<file path="src/design/dcache_pkg.sv">
package dcache_pkg;

    localparam int line_words = 16;  // 32-bit words per line
    localparam int num_ways   = 4;
    localparam int index_bits = 4;
    localparam int tag_bits   = 22;  // address bits 31 down to 10
    localparam int num_sets   = 1 << index_bits;

    typedef logic [line_words*32-1:0] line_t;

    // derived from the byte selects of the request
    typedef enum logic [1:0] {
        size_byte,
        size_half,
        size_word
    } access_size_e;

    typedef struct packed {
        logic [tag_bits-1:0]   tag;
        logic [index_bits-1:0] index;
        logic [3:0]            word;
        logic [1:0]            byte_off;
    } dc_addr_fields_t;

    // the same request address seen whole or split into lookup fields
    typedef union packed {
        logic [31:0]     raw;
        dc_addr_fields_t f;
    } dc_addr_u;

endpackage

</file>
<file path="src/design/dcache_tag_array.sv">
`timescale 1ns/1ps

module dcache_tag_array (
    input  logic        clk,
    input  logic        rst,
    input  logic [3:0]  lookup_index,
    input  logic [21:0] lookup_tag,
    input  logic        fill,
    input  logic [3:0]  fill_way,
    output logic [3:0]  hit_way,
    output logic [3:0]  victim_way
);
    import dcache_pkg::*;

    logic [tag_bits-1:0] tags [num_ways][num_sets];
    logic [num_ways-1:0] valid [num_sets];
    logic [1:0]          rr_ptr [num_sets];
    logic [tag_bits-1:0] tag_rd [num_ways];
    logic [num_ways-1:0] valid_rd;
    logic [tag_bits-1:0] cmp_tag;

    always_ff @(posedge clk) begin
        if (rst) begin
            for (int s = 0; s < num_sets; s++) begin
                valid[s]  <= '0;
                rr_ptr[s] <= '0;
            end
        end else if (fill) begin
            valid[lookup_index]  <= valid[lookup_index] | fill_way;
            rr_ptr[lookup_index] <= rr_ptr[lookup_index] + 2'd1;  // next victim in this set
        end
    end

    // tag storage and the registered read side
    always_ff @(posedge clk) begin
        for (int w = 0; w < num_ways; w++) begin
            if (fill && fill_way[w]) begin
                tags[w][lookup_index] <= lookup_tag;
            end
            tag_rd[w] <= tags[w][lookup_index];
        end
        valid_rd   <= valid[lookup_index];
        cmp_tag    <= lookup_tag;
        victim_way <= 4'b0001 << rr_ptr[lookup_index];
    end

    always_comb begin
        for (int w = 0; w < num_ways; w++) begin
            hit_way[w] = valid_rd[w] && (tag_rd[w] == cmp_tag);
        end
    end

    // a tag is only filled after it missed in its set, so it never sits in two ways
    a_hit_onehot: assert property (@(posedge clk) disable iff (rst) $onehot0(hit_way))
        else $error("hit_way %b is not one-hot", hit_way);

endmodule

</file>
<file path="config.mk">
export PLATFORM = sky130hd
export DESIGN_NAME = dcache_tag_array
export DESIGN_NICKNAME = d
export VERILOG_FILES = /design/src/design/dcache_pkg.sv /design/src/design/dcache_tag_array.sv
export SDC_FILE = /design/constraint.sdc
export NUM_CORES = 2
export LEC_CHECK = 0
export BUFFER_PORTS_ARGS = -buffer_cell sky130_fd_sc_hd__clkbuf_2
export CORE_MARGIN = 2
export CORE_UTILIZATION = 50
export CTS_BUF_LIST = sky130_fd_sc_hd__clkbuf_4 sky130_fd_sc_hd__clkbuf_8
export DETAILED_ROUTE_END_ITERATION = 10
export PLACE_DENSITY = 0.75
export SYNTH_ARGS = -nofsm -noshare
export SYNTH_HDL_FRONTEND = slang
export SYNTH_SLANG_ARGS = --single-unit
</file>
<file path="constraint.sdc">
create_clock -name clk -period 3.5 [get_ports clk]
set_clock_uncertainty 0.05 [all_clocks]
set_input_delay 0.7 -clock clk [delete_from_list [all_inputs] [get_ports clk]]
set_output_delay 0.7 -clock clk [all_outputs]
set_load 0.03 [all_outputs]
</file>
==> results.md <==
- Most common cell after layout, fill and taps aside: edfxtp_1
- Internal power: 30.61 mW
- CP Cell Sequence: xor2_1, nor4_4, nand4_1, nor3_2, buf_4, buf_6
- Sw Pwr: 8.392 mW
- Leakage: 22.43 nW
- Combinational power share: 5.2%
- Height of the die: 354.3 µm
- Fmax: 286.4 MHz
- Post-layout instance area: 69820 µm²
- Setup TNS: 0 ns
- Total track usage: 22.86%
- Worst Hold Path Cells: 2
- Max-Cap Viols: 0
- Clock Latency Late Sink: 0.90 ns
- H-tree depth: 4
- Core ar.: 121700 µm²
- Top delay family on crit path: simple AND/OR/NAND/NOR gates
- Seq cells post-synth: 1622
- Pre-antenna DRT Iters: 7
- Via/cell ratio: 6.159
- Reg-to-reg startpoint: rr_ptr[15][1]
- Vias in the first global route: 30050
- HP Start: lookup_tag[21]
- Hold WS: 0.1728 ns
- Final number of hold-violating endpoints: 0
- Power Density: 558.5 nW/µm²
- IO Pins: 41
- Post-DP HPWL: 76.04 mm
- Post-Syn Nets: 2667
- Rows: 128
- Final Cycle Share: 99.77%
- Cell area after synthesis: 61350 µm²
- Die width: 354.3 µm
- Reg2reg end: rr_ptr[13][1]
- Max_slew headroom: 11.90%
- Vias post-DR: 29330
- RSZ-0062 raised after global routing: true
- CP Class: flip-flop to output pin
- Post-synth EDFFs: 1504
- Reg clk slew, reported paths: 0.06 ns
- Largest net degree at the start of global routing: 123
- GRT overflow: 0
- Initial core utilization: 50.40%
- Crit path time final: 3.492 ns
- Sequential share of the synthesized area: 77.47%
- ANT nets after route: 0
- Reg2Reg Setup Slack: 1.28 ns
- Crit end category: output pin
- Synth Instances: 2634
- Crit Path Max Fanout: 4
- Iter 0 DRT Violations: 3993
- GP Congestion: 0.8731
- Clk sink count: 1622
- Avg Cell Area, Syn: 23.29 µm²
- CP required: 2.75 ns
- Library cells used by synthesis: 36
- CTS Buf Count: 233
- Crit-path max cell delay: 0.42 ns
- Critical path buffers and inverters: 2
- Most frequent cells in the layout: 1504 x edfxtp_1, 399 x mux4_2, 258 x clkbuf_8, 102 x buf_4, 96 x dfxtp_1
- Max Slew Vio Count: 0
- Die footprint: 125500 µm²
- Fraction of layout cells with a size suffix above 1: 34.80%
- Maximum vdd drop: 369.0 µV
- R2R depth: 4
- CP arrival: 2.74 ns
- Seq pwr share: 55.9%
- CTS tree: built
- Clock network power share: 38.9%
- Wire per inst: 30.05 µm
- Sw Ratio: 21.52%
- Final #Nets: 2963
- YS warnings: 0
- Setup-failing EPs final: 0
- Antenna violations before repair: 7
- DRC: 0
- Min-Delay Path Class: input pin to flip-flop
- Status: finished, final reports clean
- Port bufs: 40
- Least-Margin Pin Slew: 1.321 ns
- Root Driver: clkbuf_8
- Primary FF master, synth: edfxtp_1
- Asr flop ratio synth: 0%
- Post-DP Area: 64700 µm²
- WL final: 143.1 mm
- Clk buf depth: 3
- Hold endpoint: cmp_tag[21]
- CP max stage cell: dfxtp_4
- Post-layout util: 57.37%
- Global-route wire length before repair: 205.6 mm
- Synthesis-to-layout area growth: 13.81%
- CP Launch Type: flip-flop
cell usage after synthesis, drive strengths merged, types with 8 or more instances:
| cell type | n | area [µm²] |
|---|---|---|
| nor3 | 73 | 365.4 |
| mux4 | 448 | 10270 |
| a211oi | 8 | 100.1 |
| nor4 | 12 | 75.07 |
| mux2i | 35 | 375.4 |
| buf | 71 | 548.0 |
| nand3 | 20 | 100.1 |
| clkbuf | 64 | 270.3 |
| a22oi | 16 | 120.1 |
| xnor2 | 28 | 245.2 |
| edfxtp | 1504 | 45160 |
| nand2 | 18 | 67.56 |
| nand4 | 19 | 118.9 |
| dfxtp | 118 | 2362 |
| xor2 | 62 | 543.0 |
| nor2 | 99 | 371.6 |
| nand2b | 17 | 106.4 |
how the worst max path moves through the flow:
stage	start	end	cells past startpoint	slack, ns
final	cmp_tag[2]	hit_way[2]	6	0.008
after global routing	cmp_tag[2]	hit_way[2]	6	-0.04
after CTS	cmp_tag[2]	hit_way[2]	6	-0.004
after detailed placement	cmp_tag[21]	hit_way[2]	6	0.23
after global placement	cmp_tag[21]	hit_way[2]	6	0.17
after floorplan	lookup_index[3]	tags[0][22]	6	0.19
flip-flops by register name (all words and copies together), names as in the netlist:
signal      cells
valid_rd        4
cmp_tag        22
tag_rd         88
valid          64
rr_ptr         32
tags         1408
victim_way      4
cell families (layout without fill, tap and decap cells):
| family | after synthesis | count (layout) | synth area share [%] |
|---|---|---|---|
| DFF | 1622 | 1622 | 77.47 |
| AOI/OAI and AO/OA | 32 | 32 | 0.4385 |
| xor gates and xnor gates | 90 | 90 | 1.285 |
| and+or+nand+nor | 268 | 268 | 2.070 |
| other | 0 | 2 | 0 |
| buffers and inverters | 137 | 638 | 1.346 |
| muxes | 485 | 485 | 17.39 |
cell type report:
type,count,area [µm²]
clock inverters,92,640.6
fillers,8514,51890
clock buffers,348,4220
inverters,2,7.507
flip-flops and latches,1622,47600
well taps,1625,2033
repair buffers,196,2081
diodes,2,5.005
multi-input cells,875,13240
worst reg2reg max path: stages, from the launching register on:
cell	delay (ns)
edfxtp_1	0.39
mux4_2	0.48
mux2_2	0.33
xor2_1	0.54
nor2_1	0.14
layer usage:
layer  vias up  GRT usage (%)  share of wire [%]
met3       272          5.332                 11
met4         4          6.873                2.6
met5         -              0              0.017
met2      1864          37.40                 50
li1      11780              -                  -
met1     15410          30.91                 37
what timing repair did:
item                       4_1_cts  5_1_grt
pin swaps                        8        3
buffers inserted                10        1
cloned                           0        0
resized for setup               55        6
hold buffers                     0        0
setup endpoints to repair        4        4
metrics by stage:
stage               setup WS [ns]  power [mW]  instances
floorplan                  0.1913       23.31       2634
global placement           0.1716       24.09       4309
detailed placement         0.2329       24.19       4309
CTS                     -0.004129       39.24       4759
global route             -0.03551       40.18       4761
finish                   0.008174       39.00       4762
power by group through the flow:
stage | logic, mW | clock network, mW | registers, mW
2_1_floorplan | 1.23 | 0 | 22.1
3_3_place_gp | 1.90 | 0 | 22.2
3_5_place_dp | 1.97 | 0 | 22.2
4_1_cts | 2.01 | 15.4 | 21.8
5_1_grt | 2.14 | 16.2 | 21.8
6_report | 2.02 | 15.2 | 21.8
Power figures use the tool's default switching activity.
